[src/verilog/tetris_defs.svh]
// Tetris sprint core constants
// playfield size, spawn cell, auto-shift timing and timer prescale
`ifndef TETRIS_DEFS_SVH
`define TETRIS_DEFS_SVH

// playfield
`define PLAYFIELD_ROWS 20
`define PLAYFIELD_COLS 10
`define POS_WIDTH      5

// spawn cell of the piece origin
`define SPAWN_ROW      0
`define SPAWN_COL      4

// delayed auto shift, in clock cycles
`define DAS_DELAY      16
`define DAS_REPEAT     4

// 50 MHz clock
`define CYCLES_PER_MS  50000

`endif

[src/verilog/tetris_pkg.sv]
// Tetris sprint core types
// button, action, position, screen and timer words
`default_nettype none

`include "tetris_defs.svh"

package tetris_pkg;

    // raw button levels, active high
    typedef struct packed {
        logic start;
        logic move_l;
        logic move_r;
        logic soft_drop;
    } buttons_t;

    // action pulses or per-action valid flags
    typedef struct packed {
        logic move_l;
        logic move_r;
        logic soft_drop;
    } actions_t;

    typedef struct packed {
        logic [`POS_WIDTH-1:0] row;
        logic [`POS_WIDTH-1:0] col;
    } piece_pos_t;

    typedef enum logic [1:0] {
        SCREEN_IDLE     = 2'd0,
        SCREEN_PLAYING  = 2'd1,
        SCREEN_FINISHED = 2'd2
    } game_screen_t;

    typedef struct packed {
        logic [4:0] hours;
        logic [5:0] minutes;
        logic [5:0] seconds;
        logic [3:0] deciseconds;
        logic [3:0] centiseconds;
        logic [3:0] milliseconds;
    } game_time_t;

endpackage

`default_nettype wire

[src/verilog/input_das.sv]
// Delayed auto shift for one button
// synchronizes the level, emits a first pulse and then timed repeats
`default_nettype none

`include "tetris_defs.svh"

module input_das (
    input  logic clk,
    input  logic rst_l,
    input  logic button,
    input  logic valid,
    output logic action
);

    localparam int CNT_W = $clog2(`DAS_DELAY + 1);

    logic [1:0]       sync;
    logic [CNT_W-1:0] held_cnt;
    logic             first_rep_done;
    logic             slot;

    // two flop synchronizer
    always_ff @(posedge clk or negedge rst_l) begin
        if (!rst_l) begin
            sync <= 2'b00;
        end else begin
            sync <= {sync[0], button};
        end
    end

    // held_cnt counts cycles since the last pulse slot
    // zero only in the first held cycle
    always_comb begin
        slot = 1'b0;
        if (sync[1]) begin
            if (held_cnt == '0) begin
                slot = 1'b1;
            end else if (!first_rep_done) begin
                slot = (held_cnt == CNT_W'(`DAS_DELAY));
            end else begin
                slot = (held_cnt == CNT_W'(`DAS_REPEAT));
            end
        end
    end

    always_ff @(posedge clk or negedge rst_l) begin
        if (!rst_l) begin
            held_cnt       <= '0;
            first_rep_done <= 1'b0;
        end else if (!sync[1]) begin
            held_cnt       <= '0;
            first_rep_done <= 1'b0;
        end else if (slot) begin
            held_cnt <= CNT_W'(1);
            // first slot is the press itself, not a repeat
            if (held_cnt != '0) begin
                first_rep_done <= 1'b1;
            end
        end else begin
            held_cnt <= held_cnt + CNT_W'(1);
        end
    end

    // blocked slots are dropped, the schedule keeps running
    assign action = slot && valid;

    // pulses are valid and never back to back
    a_action_valid : assert property (@(posedge clk) disable iff (!rst_l)
        action |-> valid ##1 !action);

endmodule

`default_nettype wire

[src/verilog/piece_position.sv]
// Falling piece origin
// applies move and drop pulses, checks the walls and the floor
`default_nettype none

`include "tetris_defs.svh"

module piece_position (
    input  logic                  clk,
    input  logic                  rst_l,
    input  tetris_pkg::actions_t  actions,
    input  logic                  game_start,
    output tetris_pkg::piece_pos_t piece,
    output tetris_pkg::actions_t  action_valid,
    output logic                  at_floor
);

    localparam logic [`POS_WIDTH-1:0] LAST_ROW = `POS_WIDTH'(`PLAYFIELD_ROWS - 1);
    localparam logic [`POS_WIDTH-1:0] LAST_COL = `POS_WIDTH'(`PLAYFIELD_COLS - 1);

    tetris_pkg::piece_pos_t piece_next;

    // wall and floor checks
    always_comb begin
        action_valid.move_l    = (piece.col != '0);
        action_valid.move_r    = (piece.col != LAST_COL);
        action_valid.soft_drop = (piece.row != LAST_ROW);
    end

    assign at_floor = (piece.row == LAST_ROW);

    // pulses arrive already qualified, no bounds recheck here
    always_comb begin
        piece_next = piece;
        if (game_start) begin
            piece_next.row = `POS_WIDTH'(`SPAWN_ROW);
            piece_next.col = `POS_WIDTH'(`SPAWN_COL);
        end else begin
            // right wins over left
            if (actions.move_r) begin
                piece_next.col = piece.col + `POS_WIDTH'(1);
            end else if (actions.move_l) begin
                piece_next.col = piece.col - `POS_WIDTH'(1);
            end
            if (actions.soft_drop) begin
                piece_next.row = piece.row + `POS_WIDTH'(1);
            end
        end
    end

    always_ff @(posedge clk or negedge rst_l) begin
        if (!rst_l) begin
            piece.row <= `POS_WIDTH'(`SPAWN_ROW);
            piece.col <= `POS_WIDTH'(`SPAWN_COL);
        end else begin
            piece <= piece_next;
        end
    end

    a_col_range : assert property (@(posedge clk) disable iff (!rst_l)
        piece.col < `POS_WIDTH'(`PLAYFIELD_COLS));
    a_row_range : assert property (@(posedge clk) disable iff (!rst_l)
        piece.row < `POS_WIDTH'(`PLAYFIELD_ROWS));

endmodule

`default_nettype wire

[src/verilog/game_screens_fsm.sv]
// Game screen FSM
// idle, playing and finished screens of a sprint
`default_nettype none

module game_screens_fsm (
    input  logic                     clk,
    input  logic                     rst_l,
    input  logic                     start,
    input  logic                     at_floor,
    output tetris_pkg::game_screen_t screen,
    output logic                     game_start,
    output logic                     playing
);

    logic [1:0]               start_sync;
    logic                     start_prev;
    tetris_pkg::game_screen_t screen_next;

    always_ff @(posedge clk or negedge rst_l) begin
        if (!rst_l) begin
            start_sync <= 2'b00;
            start_prev <= 1'b0;
            screen     <= tetris_pkg::SCREEN_IDLE;
        end else begin
            start_sync <= {start_sync[0], start};
            start_prev <= start_sync[1];
            screen     <= screen_next;
        end
    end

    // start edge only counts outside a running sprint
    assign game_start = start_sync[1] && !start_prev &&
                        (screen != tetris_pkg::SCREEN_PLAYING);
    assign playing    = (screen == tetris_pkg::SCREEN_PLAYING);

    always_comb begin
        screen_next = screen;
        case (screen)
            tetris_pkg::SCREEN_IDLE,
            tetris_pkg::SCREEN_FINISHED: if (game_start) screen_next = tetris_pkg::SCREEN_PLAYING;
            tetris_pkg::SCREEN_PLAYING:  if (at_floor) screen_next = tetris_pkg::SCREEN_FINISHED;
            default:                     screen_next = tetris_pkg::SCREEN_IDLE;
        endcase
    end

    // a start lands in playing and cannot retrigger there
    a_start_once : assert property (@(posedge clk) disable iff (!rst_l)
        game_start |=> (screen == tetris_pkg::SCREEN_PLAYING) && !game_start);

endmodule

`default_nettype wire

[src/verilog/sprint_timer.sv]
// Sprint timer
// prescaled millisecond tick feeding cascaded counters up to hours
`default_nettype none

`include "tetris_defs.svh"

module sprint_timer #(
    parameter int cycles_per_ms = `CYCLES_PER_MS
) (
    input  logic                   clk,
    input  logic                   rst_l,
    input  logic                   game_start,
    input  logic                   playing,
    output tetris_pkg::game_time_t game_time
);

    localparam int PRE_W = $clog2(cycles_per_ms);

    logic [PRE_W-1:0] prescale;
    logic             ms_en;
    logic             cs_en;
    logic             ds_en;
    logic             sec_en;
    logic             min_en;
    logic             hr_en;

    // each enable is the carry out of the digit below
    always_comb begin
        ms_en  = playing && (prescale == PRE_W'(cycles_per_ms - 1));
        cs_en  = ms_en  && (game_time.milliseconds == 4'd9);
        ds_en  = cs_en  && (game_time.centiseconds == 4'd9);
        sec_en = ds_en  && (game_time.deciseconds == 4'd9);
        min_en = sec_en && (game_time.seconds == 6'd59);
        hr_en  = min_en && (game_time.minutes == 6'd59);
    end

    always_ff @(posedge clk or negedge rst_l) begin
        if (!rst_l) begin
            prescale <= '0;
        end else if (game_start || ms_en) begin
            prescale <= '0;
        end else if (playing) begin
            prescale <= prescale + PRE_W'(1);
        end
    end

    always_ff @(posedge clk or negedge rst_l) begin
        if (!rst_l) begin
            game_time <= '0;
        end else if (game_start) begin
            game_time <= '0;
        end else begin
            if (ms_en) begin
                game_time.milliseconds <= cs_en ? 4'd0 : game_time.milliseconds + 4'd1;
            end
            if (cs_en) begin
                game_time.centiseconds <= ds_en ? 4'd0 : game_time.centiseconds + 4'd1;
            end
            if (ds_en) begin
                game_time.deciseconds <= sec_en ? 4'd0 : game_time.deciseconds + 4'd1;
            end
            if (sec_en) begin
                game_time.seconds <= min_en ? 6'd0 : game_time.seconds + 6'd1;
            end
            if (min_en) begin
                game_time.minutes <= hr_en ? 6'd0 : game_time.minutes + 6'd1;
            end
            // hours just wrap
            if (hr_en) begin
                game_time.hours <= game_time.hours + 5'd1;
            end
        end
    end

    a_digit_range : assert property (@(posedge clk) disable iff (!rst_l)
        (game_time.milliseconds <= 4'd9) && (game_time.centiseconds <= 4'd9) &&
        (game_time.deciseconds <= 4'd9) && (game_time.seconds <= 6'd59) &&
        (game_time.minutes <= 6'd59));

endmodule

`default_nettype wire

[src/verilog/tetris_top.sv]
// Tetris sprint core top level
// button conditioning, piece origin, screen FSM and sprint timer
`default_nettype none

`include "tetris_defs.svh"

module tetris_top #(
    parameter int cycles_per_ms = `CYCLES_PER_MS
) (
    input  logic                     clk,
    input  logic                     rst_l,
    input  tetris_pkg::buttons_t     buttons,
    output tetris_pkg::piece_pos_t   piece,
    output tetris_pkg::game_screen_t screen,
    output tetris_pkg::game_time_t   game_time
);

    tetris_pkg::actions_t actions;
    tetris_pkg::actions_t action_valid;
    logic                 game_start;
    logic                 playing;
    logic                 at_floor;

    // one DAS per movement button
    input_das i_das_move_l (
        .clk    (clk),
        .rst_l  (rst_l),
        .button (buttons.move_l),
        .valid  (action_valid.move_l),
        .action (actions.move_l)
    );
    input_das i_das_move_r (
        .clk    (clk),
        .rst_l  (rst_l),
        .button (buttons.move_r),
        .valid  (action_valid.move_r),
        .action (actions.move_r)
    );
    input_das i_das_soft_drop (
        .clk    (clk),
        .rst_l  (rst_l),
        .button (buttons.soft_drop),
        .valid  (action_valid.soft_drop),
        .action (actions.soft_drop)
    );

    piece_position i_piece_position (
        .clk          (clk),
        .rst_l        (rst_l),
        .actions      (actions),
        .game_start   (game_start),
        .piece        (piece),
        .action_valid (action_valid),
        .at_floor     (at_floor)
    );

    game_screens_fsm i_game_screens_fsm (
        .clk        (clk),
        .rst_l      (rst_l),
        .start      (buttons.start),
        .at_floor   (at_floor),
        .screen     (screen),
        .game_start (game_start),
        .playing    (playing)
    );

    sprint_timer #(
        .cycles_per_ms (cycles_per_ms)
    ) i_sprint_timer (
        .clk        (clk),
        .rst_l      (rst_l),
        .game_start (game_start),
        .playing    (playing),
        .game_time  (game_time)
    );

endmodule

`default_nettype wire

[config.mk]
export PLATFORM = sky130hd
export DESIGN_NAME = tetris_top
export DESIGN_NICKNAME = d
export VERILOG_FILES = /design/src/verilog/tetris_pkg.sv /design/src/verilog/input_das.sv /design/src/verilog/piece_position.sv /design/src/verilog/game_screens_fsm.sv /design/src/verilog/sprint_timer.sv /design/src/verilog/tetris_top.sv
export VERILOG_INCLUDE_DIRS = /design/src /design/src/verilog
export SDC_FILE = /design/constraint.sdc
export NUM_CORES = 1
export LEC_CHECK = 0
export BUFFER_PORTS_ARGS = -buffer_cell sky130_fd_sc_hd__buf_2
export CAP_MARGIN = 20
export CORE_ASPECT_RATIO = 0.7
export CORE_UTILIZATION = 50
export DETAILED_ROUTE_END_ITERATION = 10
export PLACE_DENSITY = 0.74
export SYNTH_ARGS = -nofsm -noshare
export SYNTH_HDL_FRONTEND = slang
export SYNTH_HIERARCHICAL = 1
export SYNTH_SLANG_ARGS = --single-unit
[constraint.sdc]
create_clock -name clk -period 2.4 [get_ports clk]
set_clock_uncertainty 0.15 [all_clocks]
set_input_delay 0.48 -clock clk [delete_from_list [all_inputs] [get_ports clk]]
set_output_delay 0.48 -clock clk [all_outputs]
set_load 0.005 [all_outputs]
==> impl_metrics.yaml, run 1 <==
routing:
  drt-initial-drc-count: 213
  vias: 3285
  post-route-drc-count: 3
  drt-wirelength-per-cell_um: 14.3
  routed_via_density: 5.47
  wirelength_um: 8610
  antenna_left: 0
  firstDrtPassIters: 7
place:
  dp_slack_ns: -0.0688
  globalplace.congestion: 0.825
  dp_hpwl_um: 6070
  io_buffers: 46
job:
  max_cap_violations: 0
sta:
  setup_ws_ns: 0.0781
  max_freq_mhz: 431
  hold-worst-slack_ns: -0.0241
  rsz0062_at_grt: "true"
  fin_tns_setup_ns: 0
  finalHoldViolations: 37
  finalCritPeriodShare_pct: 96.7
  slew_headroom_pct: 62.8
  setup_violations: 0
  max_slew.worst_pin.slew_ns: 0.558
  final-max-slew-violation-count: 0
  period_needed_ns: 2.32
floorplanning:
  start_util_pct: 52.8
  dieWidth_um: 112
  die_y_um: 79.2
  placeableCoreArea_um2: 8070
  die_area_um2: 8900
  ios: 47
  num_rows: 27
synthesis:
  syn_nets: 446
  netlist_area_um2: 4260
  ys_top_cells_by_area: "dfrtp_1 (49%), ha_1 (5.9%), nor2_1 (5.4%), xor2_1 (4.5%), a21oi_1 (2.7%)"
  yosys_register_bits: 84
  ys_warn_count: 6
  yosys.area.top_type: "dfrtp_1"
  yosysUniqueCellTypes: 58
  avgSynthCellArea_um2: 10.2
  synth_edf_count: 0
  ys_seq_area_share_pct: 49.4
  synth_top_flop_cell: "dfrtp_1"
  synth_top_area_share_pct: 48.8
  synthArstFlopShare_pct: 100
  synthCells: 419
finish:
  seqCellArea_um2: 2100
  multiInputGateArea_um2: 2100
  drive_above_1_share_pct: 24.6
  fillers: 642
  antenna_cells: 0
  final_nets: 523
  synthToLayoutAreaGrowth_pct: 23.0
setup_path:
  cp-end-kind: "flop"
  crit_type: "flop to flop"
  startpoint_type: "flop"
  r2r_cells: 10
  crit_arrival_ns: 2.39
  ff2ff_setup_slack_ns: 0.08
  critPathMaxFanout: 4
  crit_required_ns: 2.47
clock_network:
  worst_skew_pair.late_latency_ns: 0.34
  holdBufCountCts: 0
  clockBufferDepth: 2
  cts.clk_slew.worst_paths_ns: 0.06
  cts.sinks: 84
  cts_tree: "done"
  clockRootBuffer: "clkbuf_16"
  htreeDepth: 3
  numCtsBuffers: 9
power:
  irDropWorstVdd_uv: 446
  powerDensity_nw_per_um2: 831
  total_leakage_power_nw: 2.59
  p_total_mw: 4.35
global_route:
  grt_max_degree: 44
  overflow: 0
  globalRouteTotalUtil_pct: 21.1
  grt_pass1_vias: 3083
  antenna_found_initial: 0
  grt_pass1_wl_um: 14600
hold_path:
  hold_path.class: "input port to asynchronous set/reset pin"
status:
  status: "finished with violations"
  violations: "design-rule violations, negative hold slack"
-- metal layers --
layer  vias up  wire length (µm)  global-route usage [%]
met5         -                 0                       0
met4         0                89                    8.40
met3         8               404                    5.50
met2        73              4050                    33.4
met1      1605              4070                    28.0
li1       1599                 -                       -
-- placed cells by master, fill, tap and decap left out, types with 3 or more instances in the layout --
cell and instances:
nand4_1 7, xnor2_1 9, nor2b_1 3, nand3_1 21, o21ai_0 16, clkbuf_16 9, nor2_1 60, inv_1 22
nor3b_1 5, or3_1 10, buf_4 26, nand2_1 21, xor2_1 22, nand2b_4 3, nand4b_1 3, and3b_1 3
a21oi_1 18, mux2_4 3, and3_1 10, nor3_1 5, buf_2 45, buf_6 3, bufinv_16 3, mux2i_1 8
a21oi_2 5, o21a_1 3, ha_1 18, dfrtp_1 83, and2_1 3
-- cell usage after synthesis (5+ instances only) --
master,n
a21oi_1,23
and3_1,10
clkbuf_1,8
dfrtp_1,83
ha_1,20
inv_1,22
mux2i_1,8
nand2_1,24
nand3_1,21
nand4_1,7
nor2_1,61
nor3_1,5
nor3b_1,5
o21ai_0,16
or3_1,11
xnor2_1,9
xor2_1,22
-- stage by stage --
stage	instance area (µm²)	std cells	util, %
4_1_cts	5150	597	63.8
3_3_place_gp	4800	582	59.5
6_report	5240	601	64.9
2_1_floorplan	4260	419	-
5_1_grt	5240	601	64.9
3_5_place_dp	4800	582	59.5
-- path summary, 6_finish.rpt --
kind | from | to
min in group clk | buttons[1] | i_das_move_r/sync[0]
max reg2reg | i_das_move_r/held_cnt[1] | i_piece_position/piece[3]
min reg2reg | i_das_soft_drop/sync[0] | i_das_soft_drop/sync[1]
max in group asynchronous | rst_l | i_sprint_timer/game_time[15]
max | i_das_move_r/held_cnt[1] | i_piece_position/piece[3]
min | rst_l | i_das_move_r/held_cnt[3]
-- repair_timing --
item | CTS | global route
cloned | 0 | 0
endpoints found under the setup margin | 2 | 8
gates resized for setup | 2 | 15
buffers inserted | 0 | 4
pin swaps | 1 | 8
-- cells by family after synthesis --
family | after synthesis | synth area share (%)
and+or+nand+nor | 182 | 24.0
DFF | 84 | 49.4
AOI/OAI and AO/OA | 58 | 8.14
buffers and inverters | 32 | 2.88
xor gates and xnor gates | 31 | 6.37
adders and majority gates | 21 | 6.34
muxes | 11 | 2.94
-- worst max-delay path, cell delays in order (launching register included) --
cell      delay [ns]
dfrtp_1         0.39
inv_1           0.07
ha_2            0.19
nand2b_4        0.06
and4bb_2        0.30
inv_1           0.08
ha_1            0.28
a21o_1          0.12
a21oi_2         0.06
and4bb_1        0.19
a311o_1         0.31
-- report_power, final --
group	internal, mW	leakage [nW]	switching [mW]	total [mW]
sequential	1.60	1.11	0.183	1.78
clock	1.01	0.158	0.552	1.56
combinational	0.490	1.31	0.521	1.01
-- flip-flops by register name, indices dropped and copies added (netlist names), 5 cells and up --
signal,count
i_das_move_r/held_cnt,5
i_piece_position/piece,10
i_sprint_timer/game_time,29
i_das_soft_drop/held_cnt,5
i_sprint_timer/prescale,16
i_das_move_l/held_cnt,5
-- cell type report --
class / instances / area share (%)
inverter: 22 / 1.58
clock inverter: 6 / 2.17
timing repair buffer: 76 / 9.43
tap: 101 / 2.41
clock buffer: 9 / 4.30
sequential: 84 / 40.1
multi-input combinational: 303 / 40.0
No activity file was read; power rests on OpenSTA's default activity.
==> inputs of run 2 (changes only) <==
- CORE_MARGIN: not set -> 4
- PLACE_DENSITY: 0.74 -> 0.75
==> impl_metrics.yaml, run 2 (synthesis results as in run 1) <==
status:
  status: "finished with violations"
  violations: "negative setup slack"
clock_network:
  numCtsBuffers: 9
  worst_skew_pair.late_latency_ns: 0.34
  cts.sinks: 84
  clockRootBuffer: "clkbuf_16"
  htreeDepth: 3
  clockBufferDepth: 2
  cts.clk_slew.worst_paths_ns: 0.06
  cts_tree: "done"
finish:
  top_register: "i_sprint_timer/game_time"
  largestRegisters: "i_sprint_timer/game_time: 29 flops, i_sprint_timer/prescale: 16 flops, i_piece_position/piece: 10 flops"
  largest_reg_flops: 29
  final_nets: 523
  final_common_cell: "dfrtp_1"
  fin_util_pct: 64.1
  stdcell_area_um2: 5180
  drive_above_1_share_pct: 23.8
  antenna_cells: 0
  stdcell_count: 601
  synthToLayoutAreaGrowth_pct: 21.5
  mostFrequentLayoutCells: "dfrtp_1 (83), nor2_1 (60), buf_2 (46), buf_4 (27)"
sta:
  finalCritPeriodShare_pct: 100
  rsz0062_at_grt: "true"
  finalHoldViolations: 0
  setup_violations: 1
  setup_ws_ns: -0.00688
  period_needed_ns: 2.41
  max_slew.worst_pin.slew_ns: 0.474
  max_freq_mhz: 415
  slew_headroom_pct: 68.1
  final-max-slew-violation-count: 0
place:
  placed_cells: 580
  globalplace.congestion: 0.860
  io_buffers: 46
  dp_hpwl_um: 5990
  place_area_um2: 4770
global_route:
  busiest_layer: "met2"
  grt_pass1_wl_um: 15100
  overflow: 0
  use_met3_pct: 6.13
  grt_pass1_vias: 3236
  globalRouteTotalUtil_pct: 18.4
  antenna_found_initial: 0
  grt_max_degree: 56
  met2_usage_pct: 28.5
  use_met1_pct: 25.2
setup_path:
  cp-end-kind: "flop"
  startpoint_type: "flop"
  max_stage_delay_ns: 0.55
  crit_chain: "or4b_4, nor4_4, buf_4, nand2_2, or4_4, a21oi_2"
  crit_type: "flop to flop"
  crit_required_ns: 2.52
  crit_slowest_cell: "or4b_4"
  crit_arrival_ns: 2.53
  critPathMaxFanout: 7
power:
  powerDensity_nw_per_um2: 816
  switching_share_pct: 29.6
  internal_power_mw: 2.97
  switchingPower_mw: 1.25
  clkPwrFrac_pct: 34.0
  pwr-share-seq_pct: 42.0
  irDropWorstVdd_uv: 360
  total_leakage_power_nw: 2.55
  combPwrFrac_pct: 24.0
floorplanning:
  ios: 47
  placeableCoreArea_um2: 8070
  start_util_pct: 52.8
  dieWidth_um: 118
  die_y_um: 85.2
  num_rows: 27
  die_area_um2: 10100
routing:
  routed_via_density: 5.41
  drt-initial-drc-count: 156
  antenna_left: 0
  drt-wirelength-per-cell_um: 14.7
  post-route-drc-count: 0
  firstDrtPassIters: 4
  vias: 3253
  wirelength_um: 8810
job:
  max_cap_violations: 0
hold_path:
  hold_path.class: "input port to flop"
## run 2: layer usage
| metal | wire, µm | vias up | part of all wire, % |
|---|---|---|---|
| met2 | 3970 | 88 | 45 |
| met5 | 0 | - | 0 |
| met1 | 4260 | 1567 | 48 |
| li1 | - | 1592 | - |
| met3 | 519 | 6 | 5.9 |
| met4 | 65 | 0 | 0.74 |
## run 2: worst paths after layout
| check | endpoint | slack, ns | from | depth (start not counted) |
|---|---|---|---|---|
| worst max-delay path | i_sprint_timer/game_time[14] | -0.007 | i_sprint_timer/prescale[7] | 6 |
| worst min-delay path | i_das_move_r/sync[0] | 0.09 | buttons[1] | 1 |
| worst max register to register | i_sprint_timer/game_time[14] | -0.007 | i_sprint_timer/prescale[7] | 6 |
| worst min register to register | i_das_soft_drop/sync[1] | 0.20 | i_das_soft_drop/sync[0] | 0 |
| max in group asynchronous | i_sprint_timer/game_time[22] | 1.02 | rst_l | 3 |
| min in group asynchronous | i_piece_position/piece[1] | 0.46 | rst_l | 2 |
## run 2: metrics by stage
step / setup TNS [ns] / worst slack (ns) / hold slack [ns] / total power [mW]
global placement: 0 / 0.00659 / 0.184 / 2.70
detailed placement: -0.0540 / -0.0540 / 0.187 / 2.76
global route: -0.915 / -0.124 / 0.0821 / 4.49
floorplan: 0 / 0.00663 / 0.0344 / 2.41
finish: -0.00688 / -0.00688 / 0.0936 / 4.22
CTS: 0 / 0.00262 / 0.0830 / 4.23
## run 2: timing repair
action,4_1_cts,5_1_grt
setup buffers,2,3
pin swaps,1,8
cloned,0,1
gates resized for setup,1,14
hold buffers,1,0
hold endpoints to repair,28,0
setup endpoints to repair,1,15
## run 2: worst max-delay path, delay by kind of cell (launching register included)
| kind | cells | cell delay [ns] |
|---|---|---|
| DFF | 1 | 0.38 |
| and+or+nand+nor | 4 | 1.48 |
| AOI/OAI and AO/OA | 1 | 0.14 |
| buffers and inverters | 1 | 0.19 |
## run 2: power by group through the flow
stage	Sequential, mW	Combinational, mW	Clock, mW
after floorplan	1.78	0.633	0
after global placement	1.78	0.922	0
after detailed placement	1.79	0.975	0
after CTS	1.76	0.991	1.47
after global routing	1.80	1.15	1.54
final	1.77	1.01	1.44
## run 2: final cells by class
class | instances | area (µm²)
Fill cell | 662 | 2900
Sequential cell | 84 | 2100
Multi-Input combinational cell | 303 | 2080
Timing Repair Buffer | 76 | 474
Clock buffer | 11 | 233
Tap cell | 101 | 126
Inverter | 22 | 82.6
Clock inverter | 4 | 75.1
